### src/source/rv_ctrl_pkg.sv
/*
 Shared definitions for the RV32I pipeline control unit
 Widths, opcode and funct3 codes, select codes for the datapath muxes,
 the NOP word and the instruction word union
*/
package rv_ctrl_pkg;

  localparam int XLEN   = 32;
  localparam int REG_AW = 5;

  // Opcode bits 6..2
  localparam logic [4:0] OPC_RTYPE  = 5'b01100;
  localparam logic [4:0] OPC_ITYPE  = 5'b00100;
  localparam logic [4:0] OPC_LOAD   = 5'b00000;
  localparam logic [4:0] OPC_STORE  = 5'b01000;
  localparam logic [4:0] OPC_BRANCH = 5'b11000;
  localparam logic [4:0] OPC_JAL    = 5'b11011;
  localparam logic [4:0] OPC_JALR   = 5'b11001;
  localparam logic [4:0] OPC_AUIPC  = 5'b00101;
  localparam logic [4:0] OPC_LUI    = 5'b01101;

  // Arithmetic funct3
  localparam logic [2:0] FNC_ADD_SUB = 3'b000;
  localparam logic [2:0] FNC_SLL     = 3'b001;
  localparam logic [2:0] FNC_SLT     = 3'b010;
  localparam logic [2:0] FNC_SLTU    = 3'b011;
  localparam logic [2:0] FNC_XOR     = 3'b100;
  localparam logic [2:0] FNC_SRL_SRA = 3'b101;
  localparam logic [2:0] FNC_OR      = 3'b110;
  localparam logic [2:0] FNC_AND     = 3'b111;

  // Load funct3
  localparam logic [2:0] FNC_LB  = 3'b000;
  localparam logic [2:0] FNC_LH  = 3'b001;
  localparam logic [2:0] FNC_LW  = 3'b010;
  localparam logic [2:0] FNC_LBU = 3'b100;
  localparam logic [2:0] FNC_LHU = 3'b101;

  // Branch funct3
  localparam logic [2:0] FNC_BEQ  = 3'b000;
  localparam logic [2:0] FNC_BNE  = 3'b001;
  localparam logic [2:0] FNC_BLT  = 3'b100;
  localparam logic [2:0] FNC_BGE  = 3'b101;
  localparam logic [2:0] FNC_BLTU = 3'b110;
  localparam logic [2:0] FNC_BGEU = 3'b111;

  localparam int FNC2_BIT = 30;            // Set for SUB and SRA

  localparam logic [3:0] ALU_ADD  = 4'd0;
  localparam logic [3:0] ALU_SUB  = 4'd1;
  localparam logic [3:0] ALU_AND  = 4'd2;
  localparam logic [3:0] ALU_OR   = 4'd3;
  localparam logic [3:0] ALU_XOR  = 4'd4;
  localparam logic [3:0] ALU_SLL  = 4'd5;
  localparam logic [3:0] ALU_SRL  = 4'd6;
  localparam logic [3:0] ALU_SRA  = 4'd7;
  localparam logic [3:0] ALU_SLT  = 4'd8;
  localparam logic [3:0] ALU_SLTU = 4'd9;
  localparam logic [3:0] ALU_LUI  = 4'd10;

  localparam logic [1:0] WB_MEM = 2'd0;
  localparam logic [1:0] WB_ALU = 2'd1;
  localparam logic [1:0] WB_PC4 = 2'd2;

  localparam logic [2:0] LDX_LW  = 3'd0;
  localparam logic [2:0] LDX_LHU = 3'd1;
  localparam logic [2:0] LDX_LH  = 3'd2;
  localparam logic [2:0] LDX_LBU = 3'd3;
  localparam logic [2:0] LDX_LB  = 3'd4;

  localparam logic [2:0] PC_RESET = 3'd0;
  localparam logic [2:0] PC_JAL   = 3'd1;
  localparam logic [2:0] PC_PLUS4 = 3'd2;
  localparam logic [2:0] PC_ALU   = 3'd3;

  localparam logic [1:0] FWD_REG = 2'd0;
  localparam logic [1:0] FWD_ALU = 2'd1;   // Also PC on a_sel
  localparam logic [1:0] FWD_MEM = 2'd2;

  localparam logic [XLEN-1:0] NOP_INSTR = 32'h0000_0013;  // addi x0,x0,0

  // R view and I view of one instruction word
  typedef union packed {
    struct packed {
      logic [6:0]        funct7;
      logic [REG_AW-1:0] rs2;
      logic [REG_AW-1:0] rs1;
      logic [2:0]        funct3;
      logic [REG_AW-1:0] rd;
      logic [6:0]        opcode;
    } r;
    struct packed {
      logic [11:0]       imm12;
      logic [REG_AW-1:0] rs1;
      logic [2:0]        funct3;
      logic [REG_AW-1:0] rd;
      logic [6:0]        opcode;
    } i;
  } rv_instr_t;

endpackage

### src/source/pipe_if.sv
/*
 Stage-to-stage links of the pipeline control unit
 X and WF instruction words, X redirect, WF write status
*/
`timescale 1ns/1ps

interface pipe_if;

  rv_ctrl_pkg::rv_instr_t x_instr;   // Instruction in X
  rv_ctrl_pkg::rv_instr_t wf_instr;  // Instruction in WF
  logic                   redirect;  // Taken branch or jalr in X
  logic                   wf_rd_wr;  // WF writes a nonzero rd
  logic                   wf_is_load;

  modport decode (
    output x_instr,
    input  redirect, wf_instr, wf_rd_wr
  );

  modport execute (
    input  x_instr, wf_rd_wr, wf_is_load,
    output redirect, wf_instr
  );

  modport result (
    input  wf_instr,
    output wf_rd_wr, wf_is_load
  );

endinterface

### src/source/decode_ctrl.sv
/*
 D-stage control
 Next-PC select with jal detection, register-file bypass selects
 for the two-cycle hazard, and the D-to-X register with flush
*/
`timescale 1ns/1ps

module decode_ctrl (
  input  logic                         clk,
  input  logic                         rst,
  input  logic [rv_ctrl_pkg::XLEN-1:0] instr,
  pipe_if.decode                       pipe,
  output logic [2:0]                   pc_sel,
  output logic                         nop_sel,
  output logic                         d_rs1_byp,
  output logic                         d_rs2_byp
);

  rv_ctrl_pkg::rv_instr_t d;
  logic                   d_is_jal;

  assign d        = instr;
  assign d_is_jal = (d.r.opcode[6:2] == rv_ctrl_pkg::OPC_JAL);
  assign nop_sel  = pipe.redirect;               // Kill the wrong-path D instruction

  always_comb begin
    if (rst) begin
      pc_sel = rv_ctrl_pkg::PC_RESET;
    end else if (pipe.redirect) begin
      pc_sel = rv_ctrl_pkg::PC_ALU;              // Target computed in X
    end else if (d_is_jal) begin
      pc_sel = rv_ctrl_pkg::PC_JAL;
    end else begin
      pc_sel = rv_ctrl_pkg::PC_PLUS4;
    end
  end

  // WF result is written this cycle, so D reads it through the bypass
  assign d_rs1_byp = pipe.wf_rd_wr && (pipe.wf_instr.r.rd == d.r.rs1);
  assign d_rs2_byp = pipe.wf_rd_wr && (pipe.wf_instr.r.rd == d.r.rs2);

  always_ff @(posedge clk) begin
    if (rst) begin
      pipe.x_instr <= rv_ctrl_pkg::NOP_INSTR;
    end else if (pipe.redirect) begin
      pipe.x_instr <= rv_ctrl_pkg::NOP_INSTR;    // Flush
    end else begin
      pipe.x_instr <= d;
    end
  end

endmodule

### src/source/execute_ctrl.sv
/*
 X-stage control
 ALU and operand decode, branch outcome and redirect,
 ALU/MEM forwarding selects and the X-to-WF register
*/
`timescale 1ns/1ps

module execute_ctrl (
  input  logic        clk,
  input  logic        rst,
  pipe_if.execute     pipe,
  input  logic        br_eq,
  input  logic        br_lt,
  output logic [3:0]  alu_sel,
  output logic [1:0]  a_sel,
  output logic        b_sel,
  output logic        br_un,
  output logic        br_taken,
  output logic [1:0]  fwd_a_sel,
  output logic [1:0]  fwd_b_sel,
  output logic [1:0]  rs2_sel
);

  rv_ctrl_pkg::rv_instr_t x;
  logic [4:0]             opc;
  logic                   rs1_hit;
  logic                   rs2_hit;
  logic [1:0]             fwd_code;

  assign x   = pipe.x_instr;
  assign opc = x.r.opcode[6:2];

  always_comb begin
    alu_sel = rv_ctrl_pkg::ALU_ADD;
    case (opc)
      rv_ctrl_pkg::OPC_RTYPE: begin
        case (x.r.funct3)
          rv_ctrl_pkg::FNC_ADD_SUB: alu_sel = x.r.funct7[rv_ctrl_pkg::FNC2_BIT - 25] ?
                                              rv_ctrl_pkg::ALU_SUB : rv_ctrl_pkg::ALU_ADD;
          rv_ctrl_pkg::FNC_SRL_SRA: alu_sel = x.r.funct7[rv_ctrl_pkg::FNC2_BIT - 25] ?
                                              rv_ctrl_pkg::ALU_SRA : rv_ctrl_pkg::ALU_SRL;
          rv_ctrl_pkg::FNC_SLL:     alu_sel = rv_ctrl_pkg::ALU_SLL;
          rv_ctrl_pkg::FNC_SLT:     alu_sel = rv_ctrl_pkg::ALU_SLT;
          rv_ctrl_pkg::FNC_SLTU:    alu_sel = rv_ctrl_pkg::ALU_SLTU;
          rv_ctrl_pkg::FNC_XOR:     alu_sel = rv_ctrl_pkg::ALU_XOR;
          rv_ctrl_pkg::FNC_OR:      alu_sel = rv_ctrl_pkg::ALU_OR;
          default:                  alu_sel = rv_ctrl_pkg::ALU_AND;
        endcase
      end
      rv_ctrl_pkg::OPC_ITYPE: begin
        case (x.i.funct3)
          rv_ctrl_pkg::FNC_ADD_SUB: alu_sel = rv_ctrl_pkg::ALU_ADD;   // No subi
          rv_ctrl_pkg::FNC_SRL_SRA: alu_sel = x.i.imm12[rv_ctrl_pkg::FNC2_BIT - 20] ?
                                              rv_ctrl_pkg::ALU_SRA : rv_ctrl_pkg::ALU_SRL;
          rv_ctrl_pkg::FNC_SLL:     alu_sel = rv_ctrl_pkg::ALU_SLL;
          rv_ctrl_pkg::FNC_SLT:     alu_sel = rv_ctrl_pkg::ALU_SLT;
          rv_ctrl_pkg::FNC_SLTU:    alu_sel = rv_ctrl_pkg::ALU_SLTU;
          rv_ctrl_pkg::FNC_XOR:     alu_sel = rv_ctrl_pkg::ALU_XOR;
          rv_ctrl_pkg::FNC_OR:      alu_sel = rv_ctrl_pkg::ALU_OR;
          default:                  alu_sel = rv_ctrl_pkg::ALU_AND;
        endcase
      end
      rv_ctrl_pkg::OPC_LUI: alu_sel = rv_ctrl_pkg::ALU_LUI;
      default: alu_sel = rv_ctrl_pkg::ALU_ADD;  // Address and target adds
    endcase
  end

  assign b_sel = (opc != rv_ctrl_pkg::OPC_RTYPE);         // Immediate operand
  assign br_un = (opc == rv_ctrl_pkg::OPC_BRANCH) &&
                 ((x.r.funct3 == rv_ctrl_pkg::FNC_BLTU) ||
                  (x.r.funct3 == rv_ctrl_pkg::FNC_BGEU));

  always_comb begin
    br_taken = 1'b0;
    if (opc == rv_ctrl_pkg::OPC_BRANCH) begin
      case (x.r.funct3)
        rv_ctrl_pkg::FNC_BEQ:  br_taken = br_eq;
        rv_ctrl_pkg::FNC_BNE:  br_taken = !br_eq;
        rv_ctrl_pkg::FNC_BLT,
        rv_ctrl_pkg::FNC_BLTU: br_taken = br_lt;
        rv_ctrl_pkg::FNC_BGE,
        rv_ctrl_pkg::FNC_BGEU: br_taken = !br_lt;
        default:               br_taken = 1'b0;
      endcase
    end
  end

  assign pipe.redirect = br_taken || (opc == rv_ctrl_pkg::OPC_JALR);

  // Forwarding from the WF result
  assign rs1_hit  = pipe.wf_rd_wr && (pipe.wf_instr.r.rd == x.r.rs1);
  assign rs2_hit  = pipe.wf_rd_wr && (pipe.wf_instr.r.rd == x.r.rs2);
  assign fwd_code = pipe.wf_is_load ? rv_ctrl_pkg::FWD_MEM : rv_ctrl_pkg::FWD_ALU;

  assign fwd_a_sel = rs1_hit ? fwd_code : rv_ctrl_pkg::FWD_REG;
  assign fwd_b_sel = rs2_hit ? fwd_code : rv_ctrl_pkg::FWD_REG;
  assign rs2_sel   = (opc == rv_ctrl_pkg::OPC_STORE && rs2_hit) ?
                     fwd_code : rv_ctrl_pkg::FWD_REG;      // Store data

  always_comb begin
    if (opc == rv_ctrl_pkg::OPC_BRANCH || opc == rv_ctrl_pkg::OPC_JAL ||
        opc == rv_ctrl_pkg::OPC_AUIPC) begin
      a_sel = rv_ctrl_pkg::FWD_ALU;                        // Code 1 picks the PC
    end else if (opc == rv_ctrl_pkg::OPC_STORE && rs1_hit && pipe.wf_is_load) begin
      a_sel = rv_ctrl_pkg::FWD_MEM;                        // Loaded store base
    end else begin
      a_sel = rv_ctrl_pkg::FWD_REG;
    end
  end

  always_ff @(posedge clk) begin
    if (rst) begin
      pipe.wf_instr <= rv_ctrl_pkg::NOP_INSTR;
    end else begin
      pipe.wf_instr <= x;
    end
  end

endmodule

### src/source/result_ctrl.sv
/*
 WF-stage control
 Register-file write enable, write-back and load-extension selects,
 and the WF write status used by the hazard checks
*/
`timescale 1ns/1ps

module result_ctrl (
  pipe_if.result     pipe,
  output logic       rf_we,
  output logic [1:0] wb_sel,
  output logic [2:0] ldx_sel
);

  rv_ctrl_pkg::rv_instr_t wf;
  logic [4:0]             opc;
  logic                   writes_rd;

  assign wf  = pipe.wf_instr;
  assign opc = wf.i.opcode[6:2];

  always_comb begin
    case (opc)
      rv_ctrl_pkg::OPC_RTYPE, rv_ctrl_pkg::OPC_ITYPE, rv_ctrl_pkg::OPC_LOAD,
      rv_ctrl_pkg::OPC_JAL, rv_ctrl_pkg::OPC_JALR,
      rv_ctrl_pkg::OPC_AUIPC, rv_ctrl_pkg::OPC_LUI: writes_rd = 1'b1;
      default: writes_rd = 1'b0;                   // Store, branch, unknown
    endcase
  end

  assign rf_we           = writes_rd && (wf.i.rd != '0);  // x0 never written
  assign pipe.wf_rd_wr   = rf_we;
  assign pipe.wf_is_load = (opc == rv_ctrl_pkg::OPC_LOAD);

  assign wb_sel = (opc == rv_ctrl_pkg::OPC_LOAD) ? rv_ctrl_pkg::WB_MEM :
                  (opc == rv_ctrl_pkg::OPC_JAL || opc == rv_ctrl_pkg::OPC_JALR) ?
                  rv_ctrl_pkg::WB_PC4 : rv_ctrl_pkg::WB_ALU;

  always_comb begin
    ldx_sel = rv_ctrl_pkg::LDX_LW;
    if (opc == rv_ctrl_pkg::OPC_LOAD) begin
      case (wf.i.funct3)
        rv_ctrl_pkg::FNC_LB:  ldx_sel = rv_ctrl_pkg::LDX_LB;
        rv_ctrl_pkg::FNC_LBU: ldx_sel = rv_ctrl_pkg::LDX_LBU;
        rv_ctrl_pkg::FNC_LH:  ldx_sel = rv_ctrl_pkg::LDX_LH;
        rv_ctrl_pkg::FNC_LHU: ldx_sel = rv_ctrl_pkg::LDX_LHU;
        rv_ctrl_pkg::FNC_LW:  ldx_sel = rv_ctrl_pkg::LDX_LW;
        default:              ldx_sel = rv_ctrl_pkg::LDX_LW;
      endcase
    end
  end

endmodule

### src/source/rv_pipe_ctrl.sv
/*
 Top level of the three-stage RV32I pipeline control unit
 Connects the decode, execute and result stage controls
*/
`timescale 1ns/1ps

module rv_pipe_ctrl (
  input  logic                         clk,
  input  logic                         rst,
  input  logic [rv_ctrl_pkg::XLEN-1:0] instr,
  input  logic                         br_eq,
  input  logic                         br_lt,
  output logic [2:0]                   pc_sel,
  output logic                         nop_sel,
  output logic                         d_rs1_byp,
  output logic                         d_rs2_byp,
  output logic [3:0]                   alu_sel,
  output logic [1:0]                   a_sel,
  output logic                         b_sel,
  output logic                         br_un,
  output logic                         br_taken,
  output logic [1:0]                   fwd_a_sel,
  output logic [1:0]                   fwd_b_sel,
  output logic [1:0]                   rs2_sel,
  output logic                         rf_we,
  output logic [1:0]                   wb_sel,
  output logic [2:0]                   ldx_sel
);

  pipe_if pipe ();

  decode_ctrl i_decode (
    .clk       (clk),
    .rst       (rst),
    .instr     (instr),
    .pipe      (pipe.decode),
    .pc_sel    (pc_sel),
    .nop_sel   (nop_sel),
    .d_rs1_byp (d_rs1_byp),
    .d_rs2_byp (d_rs2_byp)
  );

  execute_ctrl i_execute (
    .clk       (clk),
    .rst       (rst),
    .pipe      (pipe.execute),
    .br_eq     (br_eq),
    .br_lt     (br_lt),
    .alu_sel   (alu_sel),
    .a_sel     (a_sel),
    .b_sel     (b_sel),
    .br_un     (br_un),
    .br_taken  (br_taken),
    .fwd_a_sel (fwd_a_sel),
    .fwd_b_sel (fwd_b_sel),
    .rs2_sel   (rs2_sel)
  );

  result_ctrl i_result (
    .pipe    (pipe.result),
    .rf_we   (rf_we),
    .wb_sel  (wb_sel),
    .ldx_sel (ldx_sel)
  );

endmodule

### config.mk
export PLATFORM = sky130hd
export DESIGN_NAME = rv_pipe_ctrl
export DESIGN_NICKNAME = d
export VERILOG_FILES = /design/src/source/rv_ctrl_pkg.sv /design/src/source/pipe_if.sv /design/src/source/decode_ctrl.sv /design/src/source/execute_ctrl.sv /design/src/source/result_ctrl.sv /design/src/source/rv_pipe_ctrl.sv
export SDC_FILE = /design/constraint.sdc
export NUM_CORES = 1
export LEC_CHECK = 0
export ABC_AREA = 1
export BUFFER_PORTS_ARGS = -buffer_cell sky130_fd_sc_hd__buf_2
export CAP_MARGIN = 20
export CORE_ASPECT_RATIO = 1.75
export CORE_MARGIN = 4
export CORE_UTILIZATION = 50
export CTS_BUF_LIST = sky130_fd_sc_hd__clkbuf_4 sky130_fd_sc_hd__clkbuf_8
export CTS_CLUSTER_SIZE = 25
export DETAILED_ROUTE_END_ITERATION = 12
export GPL_TIMING_DRIVEN = 1
export MAX_ROUTING_LAYER = met4
export PLACE_DENSITY = 0.8
export SKIP_CTS_REPAIR_TIMING = 1
export SYNTH_ARGS = -nofsm -noshare
export SYNTH_HDL_FRONTEND = slang
export SYNTH_SLANG_ARGS = --single-unit
### constraint.sdc
create_clock -name clk -period 1.7 [get_ports clk]
set_input_delay 0.34 -clock clk [delete_from_list [all_inputs] [get_ports clk]]
set_output_delay 0.34 -clock clk [all_outputs]
set_load 0.1 [all_outputs]
==> qor.csv, run 1 <==
stage,metric,value,unit
status,status,"complete, but fails checks",
status,failed_checks,negative setup slack,
timing,slew_violations,0,
logic_synthesis,synthTopCellsByArea,"dfxtp_1, inv_1, nor2_1",
place,dp_slack,-30.8,ps
clock_tree,clock_tree.root_cell,clkbuf_8,
logic_synthesis,synth_top_family_by_area,simple AND/OR/NAND/NOR gates,
finish,antenna_cells,0,
critical_path,cp_num_buf_inv,2,
logic_synthesis,synthMuxAreaShare,0,%
place,dpl.cell_count,354,
clock_tree,cts_sinks,37,
power,seqPwrFrac,40.1,%
timing,relSlewSlack,62.2,%
floorplanning,die_h,87.1,microns
place,dp_hpwl,3660,microns
critical_path,worstPathArrival,1760,ps
critical_path,crit_fanout,5,
critical_path,worstReg2RegEnd,i_decode.pipe.x_instr[21],
hold_path,hp-start,instr[14],
critical_path,crit_path_end_kind,output pin,
timing,setup_violations,32,
finish,num-nets-final,366,
power,max-vdd-ir-drop,0.967,mV
logic_synthesis,ys_types,31,
power,swShare,33.7,%
detailed_routing,drt-total-wl,8200,microns
floorplanning,initial_utilization,52.6,%
logic_synthesis,ys_seq_area_share,41.5,%
logic_synthesis,synth-compound-area-share,4.20,%
detailed_routing,vias_per_cell,5.62,
logic_synthesis,synth_top_area_share,41.5,%
critical_path,startpoint_type,flip-flop,
global_route,grt_pass1_wl,7770,microns
clock_tree,h-tree-depth,2,
power,p_leak,1.43,nW
power,p_clk_share,34.0,%
timing,finalHoldViolations,0,
clock_tree,cts_tree,built,
logic_synthesis,synthAdderAreaFrac,0,%
critical_path,cp_slowest_cell,dfxtp_2,
clock_tree,clkTransAtPathRegs,80,ps
floorplanning,die_area,4630,sq um
logic_synthesis,syn_area,1790,sq um
finish,final_cells,376,
timing,fmax,476,MHz
critical_path,required,1360,ps
logic_synthesis,yosys.area_share.simple,31.3,%
timing,fin_worst_skew,8.14,ps
critical_path,crit_top_cell,nand3_2,
hold_path,hold_class,primary input to flip-flop,
clock_tree,cts_buffers,5,
finish,fillers,98,
clock_tree,clock_latency,300,ps
timing,whs,264,ps
logic_synthesis,avgSynthCellArea,7.18,sq um
logic_synthesis,synth_top_cell_by_area,dfxtp_1,
finish,drive_gt1_share,58.0,%
timing,rsz0062_at_grt,yes,
timing,layout_min_cycle_time,2100,ps
logic_synthesis,syn-num-nets,285,
timing,min_period_over_period,124,%
clock_tree,cts_buffer_depth,2,
critical_path,endpoint,rs2_sel[1],
critical_path,cp_num_cells,8,
critical_path,rr_startpoint,i_decode.pipe.x_instr[12],
detailed_routing,wl_per_cell,21.8,microns
place,portBuffers,53,
critical_path,reg2regPathDepth,8,
floorplanning,top_level_ports,63,
critical_path,critPathMaxStageDelay,340,ps
flow_run,max_cap_viol_count,0,
detailed_routing,routed-via-count,2113,
floorplanning,die-width,53.2,microns
place,gp_congestion,0.866,
timing,fin_ws,-400,ps
global_route,grt_remaining_overflow,0,
logic_synthesis,synth-xor-area-share,7.35,%
finish,layout_commonest_cell,inv_1,
global_route,antenna_found_initial,0,
finish,most-common-layout-cells,"inv_1, buf_2, nor2_1",
power,p_comb_share,25.8,%
global_route,grt_start_max_net_pins,24,
critical_path,rrSetupSlack,-50,ps
global_route,track_usage,24.0,%
power,p_switching,806,uW
power,cellInternalPower,1.58,mW
critical_path,cp_top_family,simple AND/OR/NAND/NOR gates,
floorplanning,core_area,3400,sq um
detailed_routing,route.detailed.drc,0,
floorplanning,fp-row-count,28,
critical_path,worstPathCellList,nor2_2 -> nand3_2 -> nand3_2 -> nand2_2 -> clkinvlp_4 -> nand3_4 -> nor2_4 -> buf_12,
critical_path,crit_type,flip-flop to output pin,
finish,utilization,94.3,%
power,cellPowerDensity,746,nW/um^2
critical_path,crit_start,i_execute.pipe.wf_instr[5],
detailed_routing,dr.pass1.iters,5,
logic_synthesis,synth_warnings,0,
logic_synthesis,synth_seq_cells,37,
detailed_routing,ant_nets,0,
global_route,grt_pass1_vias,1760,
timing,worst_pin_slew,563,ps
finish,area_growth,79.3,%
detailed_routing,drtIter0Drc,76,
logic_synthesis,synthCells,249,
[power groups by stage]
stage / Sequential (mW) / Clock (mW) / Combinational, mW
3_3_place_gp: 0.968 / 0 / 0.497
2_1_floorplan: 0.960 / 0 / 0.359
4_1_cts: 0.953 / 0.788 / 0.519
6_report: 0.959 / 0.813 / 0.618
5_1_grt: 0.961 / 0.842 / 0.644
3_5_place_dp: 0.972 / 0 / 0.513
[routing by layer]
layer / routed length (microns) / vias to the layer above / GRT usage, %
met4: 666 / 0 / 12.3
met2: 4370 / 162 / 44.0
met3: 615 / 64 / 5.49
met1: 2550 / 983 / 21.9
li1: - / 904 / -
met5: 0 / - / -
[area by class of cell]
type | count | area (sq um) | share of cell area, %
Multi-Input combinational cell | 147 | 1120 | 34.8
Timing Repair Buffer | 82 | 881 | 27.5
Sequential cell | 37 | 786 | 24.5
Inverter | 57 | 250 | 7.81
Clock buffer | 6 | 76.3 | 2.38
Tap cell | 45 | 56.3 | 1.76
Clock inverter | 2 | 38.8 | 1.21
[cells in the mapped netlist]
cell type	count
nor2_4	1
or2_0	1
dfxtp_1	37
buf_2	2
nand2_4	1
nor3_1	7
o21ai_2	1
nand2_2	1
nand2_1	32
nor2_2	11
a211oi_1	2
clkbuf_1	1
o221ai_1	1
o31ai_1	1
or2_2	2
inv_2	2
buf_12	1
nand3_1	17
xor2_1	4
nor2_1	41
xnor2_1	11
conb_1	1
nand3_4	1
o21ai_0	2
nand4_1	5
o211a_1	1
clkbuf_2	2
inv_1	55
buf_4	1
a21oi_1	3
buf_6	1
[registers in the layout, summed over array words and instances (netlist names)]
| name | flops |
|---|---|
| i_decode.pipe.x_instr | 24 |
| i_execute.pipe.wf_instr | 13 |
[worst reg2reg max path: stages, from the launching register on]
cell,delay (ps)
dfxtp_4,370
or2_0,210
nand2_1,90
o21ai_2,100
nand2_4,120
buf_6,130
buf_4,110
nand3_4,280
nor2_1,260
[cell families (layout without fill, tap and decap cells)]
kind of cell,count (synthesis),count (layout)
other,1,1
AOI/OAI and AO/OA,11,11
and+or+nand+nor,120,120
DFF,37,37
buffers and inverters,65,147
xor gates and xnor gates,15,15
[worst min path at each step]
stage / endpoint / slack (ps) / depth (start not counted)
final: i_decode.pipe.x_instr[14] / 260 / 3
after floorplan: i_execute.pipe.wf_instr[10] / 390 / 2
after global routing: i_decode.pipe.x_instr[19] / 280 / 3
after global placement: i_execute.pipe.wf_instr[10] / 390 / 2
after CTS: i_decode.pipe.x_instr[13] / 240 / 3
after detailed placement: i_execute.pipe.wf_instr[10] / 390 / 2
[stage by stage]
step / area, sq um / TNS (ps) / total power, mW
floorplan: 2070 / -5640 / 1.32
global placement: 2800 / 0 / 1.46
detailed placement: 2800 / -31.2 / 1.48
CTS: 2910 / -5950 / 2.26
global route: 3200 / -9870 / 2.45
finish: 3200 / -6950 / 2.39
(Power assumes the default switching activity.)
==> run 2: changes to the inputs <==
- CORE_UTILIZATION: 50 -> 30
- PLACE_DENSITY: 0.8 -> default
==> qor.csv, run 2 (synthesis gave the netlist of run 1 again) <==
stage,metric,value,unit,change
floorplanning,core_area,5830,sq um,was 3400 sq um
floorplanning,die_h,110,microns,was 87.1 microns
detailed_routing,route.detailed.drc,0,,unchanged
finish,final_cells,401,,was 376
place,portBuffers,53,,unchanged
finish,reg_top3,"i_decode.pipe.x_instr x24, i_execute.pipe.wf_instr x13",,unchanged
global_route,grt_pass1_vias,1571,,"was 1,760"
finish,layout_commonest_cell,inv_1,,unchanged
clock_tree,cts_buffer_depth,2,,unchanged
clock_tree,h-tree-depth,2,,unchanged
detailed_routing,drt-total-wl,4270,microns,was 8200 microns
finish,area_growth,77.9,%,was 79.3%
global_route,grt_start_max_net_pins,24,,unchanged
status,failed_checks,negative setup slack,,unchanged
detailed_routing,ant_nets,0,,unchanged
power,finalPower,2.12,mW,was 2.39 mW
hold_path,hold_class,primary input to flip-flop,,unchanged
timing,finalHoldViolations,0,,unchanged
detailed_routing,routed-via-count,1709,,"was 2,113"
clock_tree,cts_tree,built,,unchanged
finish,largest_reg_flops,24,,unchanged
timing,fmax,516,MHz,was 476 MHz
critical_path,crit_fanout,5,,unchanged
global_route,grt_pass1_wl,6630,microns,was 7770 microns
clock_tree,clock_tree.root_cell,clkbuf_8,,unchanged
critical_path,worstPathArrival,1600,ps,was 1760 ps
critical_path,crit_path_end_kind,output pin,,unchanged
clock_tree,clkTransAtPathRegs,70,ps,was 80 ps
finish,drive_gt1_share,55.7,%,was 58.0%
place,dpl.cell_count,387,,was 354
global_route,track_usage,12.3,%,was 24.0%
place,dp_hpwl,3410,microns,was 3660 microns
detailed_routing,vias_per_cell,4.26,,was 5.62
detailed_routing,dr.pass1.iters,4,,was 5
timing,setup_violations,23,,was 32
power,p_leak,1.39,nW,was 1.43 nW
timing,min_period_over_period,114,%,was 124%
detailed_routing,drtIter0Drc,37,,was 76
power,cellPowerDensity,666,nW/um^2,was 746 nW/um^2
critical_path,required,1360,ps,about the same
critical_path,crit_type,flip-flop to output pin,,unchanged
power,max-vdd-ir-drop,0.446,mV,was 0.967 mV
finish,fillers,571,,was 98
finish,num-nets-final,359,,was 366
timing,fin_ws,-237,ps,was -400 ps
floorplanning,top_level_ports,63,,unchanged
clock_tree,cts_sinks,37,,unchanged
timing,slew_violations,0,,unchanged
timing,fin_worst_skew,3.26,ps,was 8.14 ps
floorplanning,initial_utilization,30.6,%,was 52.6%
critical_path,startpoint_type,flip-flop,,unchanged
finish,seq_area,783,sq um,was 786 sq um
flow_run,max_cap_viol_count,0,,unchanged
timing,rsz0062_at_grt,yes,,unchanged
finish,most-common-layout-cells,"inv_1, nor2_1, buf_2",,"was inv_1, buf_2, nor2_1"
floorplanning,fp-row-count,37,,was 28
floorplanning,die-width,66.3,microns,was 53.2 microns
global_route,antenna_found_initial,0,,unchanged
timing,layout_min_cycle_time,1940,ps,was 2100 ps
clock_tree,cts_buffers,5,,unchanged
global_route,grt_remaining_overflow,0,,unchanged
clock_tree,clock_latency,280,ps,was 300 ps
finish,antenna_cells,0,,unchanged
floorplanning,die_area,7300,sq um,was 4630 sq um
finish,multi_input_area,1130,sq um,was 1120 sq um
finish,largest_register,i_decode.pipe.x_instr,,unchanged
status,status,"complete, but fails checks",,unchanged
detailed_routing,wl_per_cell,10.6,microns,was 21.8 microns
place,gp_congestion,0.778,,was 0.866
[run 2: cell count changes in the layout (fill, tap and decap cells not counted), moves of 2 or more]
cell     change
xnor2_1      -2
nand2_2      -5
nand2_1      +4
nand3_2      -2
a21oi_1      -2
buf_4        -5
nor2_4       -2
dfxtp_1      +2
dfxtp_2      -2
xnor2_2      +2
nor2_1       +2
a21oi_2      +2
[run 2: worst paths after layout]
| kind | start | slack (ps) | cells past startpoint | endpoint |
|---|---|---|---|---|
| max | i_execute.pipe.wf_instr[4] | -240 | 8 | fwd_b_sel[1] |
| min reg2reg | i_decode.pipe.x_instr[11] | 400 | 2 | i_execute.pipe.wf_instr[11] |
| min | instr[13] | 260 | 3 | i_decode.pipe.x_instr[13] |
| max reg2reg | i_decode.pipe.x_instr[12] | 160 | 8 | i_decode.pipe.x_instr[20] |
[run 2: layout make-up]
type / instances / area share [%]
Sequential cell: 37 / 24.6
Inverter: 57 / 7.83
Tap cell: 78 / 3.07
Timing Repair Buffer: 75 / 26.0
Clock buffer: 7 / 2.83
Multi-Input combinational cell: 147 / 35.6
[run 2: routing by layer]
metal / vias to the layer above / wire length [microns] / GRT usage [%]
met5: - / 0 / -
met4: 0 / 73 / 5.23
met2: 36 / 2650 / 23.7
met1: 787 / 1370 / 11.4
met3: 4 / 175 / 2.64
li1: 882 / - / -
[run 2: report_power, final]
part / internal, mW / switching, mW / leakage [nW]
combinational: 0.212 / 0.336 / 1.03
sequential: 0.906 / 0.0439 / 0.314
clock: 0.337 / 0.281 / 0.0477
total: 1.46 / 0.661 / 1.39
[run 2: critical path: stages (launching register included)]
cell and delay, ps:
dfxtp_2 360, inv_2 40, nand4_1 100, nand3_2 90, nand2_2 110, clkinvlp_4 190, nand3_4 160, clkinvlp_4 110
buf_12 170
[run 2: per-stage QoR]
| step | hold WS (ps) | setup TNS (ps) | setup slack (ps) | util, % | cell area [sq um] |
|---|---|---|---|---|---|
| floorplan | 388 | -5640 | -598 | - | 2070 |
| global placement | 396 | 0 | 6.65 | 48.7 | 2840 |
| detailed placement | 398 | 0 | 3.71 | 48.7 | 2840 |
| CTS | 254 | -5240 | -315 | 50.2 | 2930 |
| global route | 250 | -5390 | -336 | 54.5 | 3180 |
| finish | 258 | -3370 | -237 | 54.5 | 3180 |
==> run 3: changes to the inputs <==
- CORE_ASPECT_RATIO: 1.75 -> default
==> qor.csv, run 3 (synthesis gave the netlist of run 1 again) <==
stage,metric,value,unit,change
timing,fin_worst_skew,9.07,ps,was 3.26 ps
critical_path,reg2regPathDepth,8,,unchanged
clock_tree,cts_buffers,5,,unchanged
finish,drive_gt1_share,54.3,%,was 55.7%
floorplanning,fp-row-count,27,,was 37
finish,area_growth,75.5,%,was 77.9%
critical_path,rr_startpoint,i_decode.pipe.x_instr[12],,unchanged
critical_path,worstPathCellList,nor2_2 -> nand3_2 -> buf_4 -> or2_4 -> nor3_4 -> buf_12,,was inv_2 -> nand4_1 -> nand3_2 -> nand2_2 -> clkinvlp_4 -> nand3_4 -> clkinvlp_4 -> buf_12
finish,num-nets-final,361,,was 359
global_route,grt_start_max_net_pins,24,,unchanged
power,cellPowerDensity,691,nW/um^2,was 666 nW/um^2
finish,reg_top3,"i_decode.pipe.x_instr x24, i_execute.pipe.wf_instr x13",,unchanged
detailed_routing,drtIter0Drc,48,,was 37
timing,layout_min_cycle_time,1940,ps,about the same
finish,most-common-layout-cells,"inv_1, nor2_1, buf_2",,unchanged
flow_run,max_cap_viol_count,0,,unchanged
detailed_routing,ant_nets,0,,unchanged
clock_tree,cts_sinks,37,,unchanged
timing,fin_ws,-240,ps,was -237 ps
place,dp_slack,-16.3,ps,was 3.71 ps
finish,antenna_cells,0,,unchanged
critical_path,crit_fanout,4,,was 5
finish,multi_input_area,1080,sq um,was 1130 sq um
power,finalPower,2.17,mW,was 2.12 mW
hold_path,whs_path_depth,3,,unchanged
floorplanning,die_area,7250,sq um,was 7300 sq um
finish,largest_register,i_decode.pipe.x_instr,,unchanged
status,failed_checks,negative setup slack,,unchanged
detailed_routing,dr.pass1.iters,4,,unchanged
critical_path,required,1360,ps,about the same
global_route,track_usage,11.5,%,was 12.3%
critical_path,startpoint_type,flip-flop,,unchanged
timing,finalSetupTns,-3540,ps,was -3370 ps
place,portBuffers,53,,unchanged
timing,min_period_over_period,114,%,about the same
critical_path,rrSetupSlack,130,ps,was 160 ps
finish,largest_reg_flops,24,,unchanged
floorplanning,top_level_ports,63,,unchanged
hold_path,hold_class,primary input to flip-flop,,unchanged
detailed_routing,wl_per_cell,10.3,microns,was 10.6 microns
finish,utilization,55.6,%,was 54.5%
critical_path,worstPathArrival,1600,ps,about the same
place,gp_congestion,0.836,,was 0.778
timing,slew_violations,0,,unchanged
clock_tree,clkTransAtPathRegs,70,ps,about the same
hold_path,hp-start,instr[13],,unchanged
detailed_routing,drt-total-wl,4090,microns,was 4270 microns
critical_path,cp_top_family,simple AND/OR/NAND/NOR gates,,was buffers and inverters
timing,fmax,516,MHz,about the same
global_route,grt_pass1_vias,1539,,"was 1,571"
critical_path,worstReg2RegEnd,i_decode.pipe.x_instr[16],,was i_decode.pipe.x_instr[20]
clock_tree,clock_tree.root_cell,clkbuf_8,,unchanged
clock_tree,h-tree-depth,2,,unchanged
timing,whs,249,ps,was 258 ps
critical_path,cp_slowest_cell,dfxtp_2,,unchanged
finish,seq_area,774,sq um,was 783 sq um
floorplanning,initial_utilization,31.7,%,was 30.6%
clock_tree,clock_latency,290,ps,was 280 ps
critical_path,crit_path_end_kind,output pin,,unchanged
critical_path,critPathMaxStageDelay,330,ps,was 360 ps
floorplanning,die-width,85.2,microns,was 66.3 microns
clock_tree,cts_buffer_depth,2,,unchanged
detailed_routing,route.detailed.drc,0,,unchanged
status,status,"complete, but fails checks",,unchanged
timing,finalHoldViolations,0,,unchanged
global_route,grt_pass1_wl,6620,microns,was 6630 microns
floorplanning,die_h,85.2,microns,was 110 microns
power,p_leak,1.39,nW,about the same
global_route,antenna_found_initial,0,,unchanged
power,max-vdd-ir-drop,0.324,mV,was 0.446 mV
finish,layout_commonest_cell,inv_1,,unchanged
detailed_routing,routed-via-count,1665,,"was 1,709"
hold_path,min_to,i_decode.pipe.x_instr[13],,unchanged
floorplanning,core_area,5640,sq um,was 5830 sq um
timing,setup_violations,23,,unchanged
timing,rsz0062_at_grt,yes,,unchanged
place,dp_hpwl,3180,microns,was 3410 microns
finish,fillers,476,,was 571
clock_tree,cts_tree,built,,unchanged
critical_path,crit_type,flip-flop to output pin,,unchanged
critical_path,cp_num_buf_inv,2,,was 4
global_route,grt_remaining_overflow,0,,unchanged
detailed_routing,vias_per_cell,4.18,,was 4.26
## run 3: cell count changes in the layout (fill, tap and decap cells not counted), moves of 2 or more
cell     delta
dfxtp_2     +5
dfxtp_4     -4
xnor2_1     +3
xnor2_2     -3
nand3_1     +2
## run 3: final cells by class
cell class | count | share of cell area [%]
clock buffer | 7 | 3.07
clock inverter | 1 | 0.160
inverter | 57 | 7.82
multi-input combinational | 147 | 34.5
sequential | 37 | 24.7
tap | 72 | 2.87
timing repair buffer | 77 | 26.9
## run 3: how the worst max path moves through the flow
stage,startpoint,end,slack (ps),depth (start not counted)
floorplan,i_execute.pipe.wf_instr[10],fwd_a_sel[1],-600,7
global placement,i_execute.pipe.wf_instr[10],rs2_sel[1],20,7
detailed placement,i_execute.pipe.wf_instr[8],a_sel[1],-20,6
CTS,i_execute.pipe.wf_instr[8],a_sel[1],-330,6
global route,i_execute.pipe.wf_instr[3],rs2_sel[1],-350,8
finish,i_execute.pipe.wf_instr[5],ldx_sel[2],-240,6
## run 3: through the flow
step	area, sq um	std cells
floorplan	2070	249
global placement	2830	381
detailed placement	2830	381
CTS	2930	389
global route	3140	398
finish	3140	398
## run 3: power by group
part | switching, mW | internal (mW) | total (mW)
clock | 0.310 | 0.366 | 0.676
combinational | 0.330 | 0.210 | 0.540
sequential | 0.0422 | 0.910 | 0.952
## run 3: worst register-to-register path, stage by stage, from the launching register on
cell,delay [ps]
dfxtp_2,340
or2_0,220
nand2_1,80
o21ai_2,70
nand2_4,90
buf_6,120
buf_4,110
nand3_4,270
nor2_1,200
## run 3: per-layer routing
layer | GRT usage [%] | vias to the layer above | wire, microns
met2 | 19.9 | 35 | 2030
li1 | - | 893 | -
met4 | 4.75 | 0 | 75
met1 | 12.8 | 731 | 1780
met5 | - | - | 0
met3 | 2.43 | 6 | 203
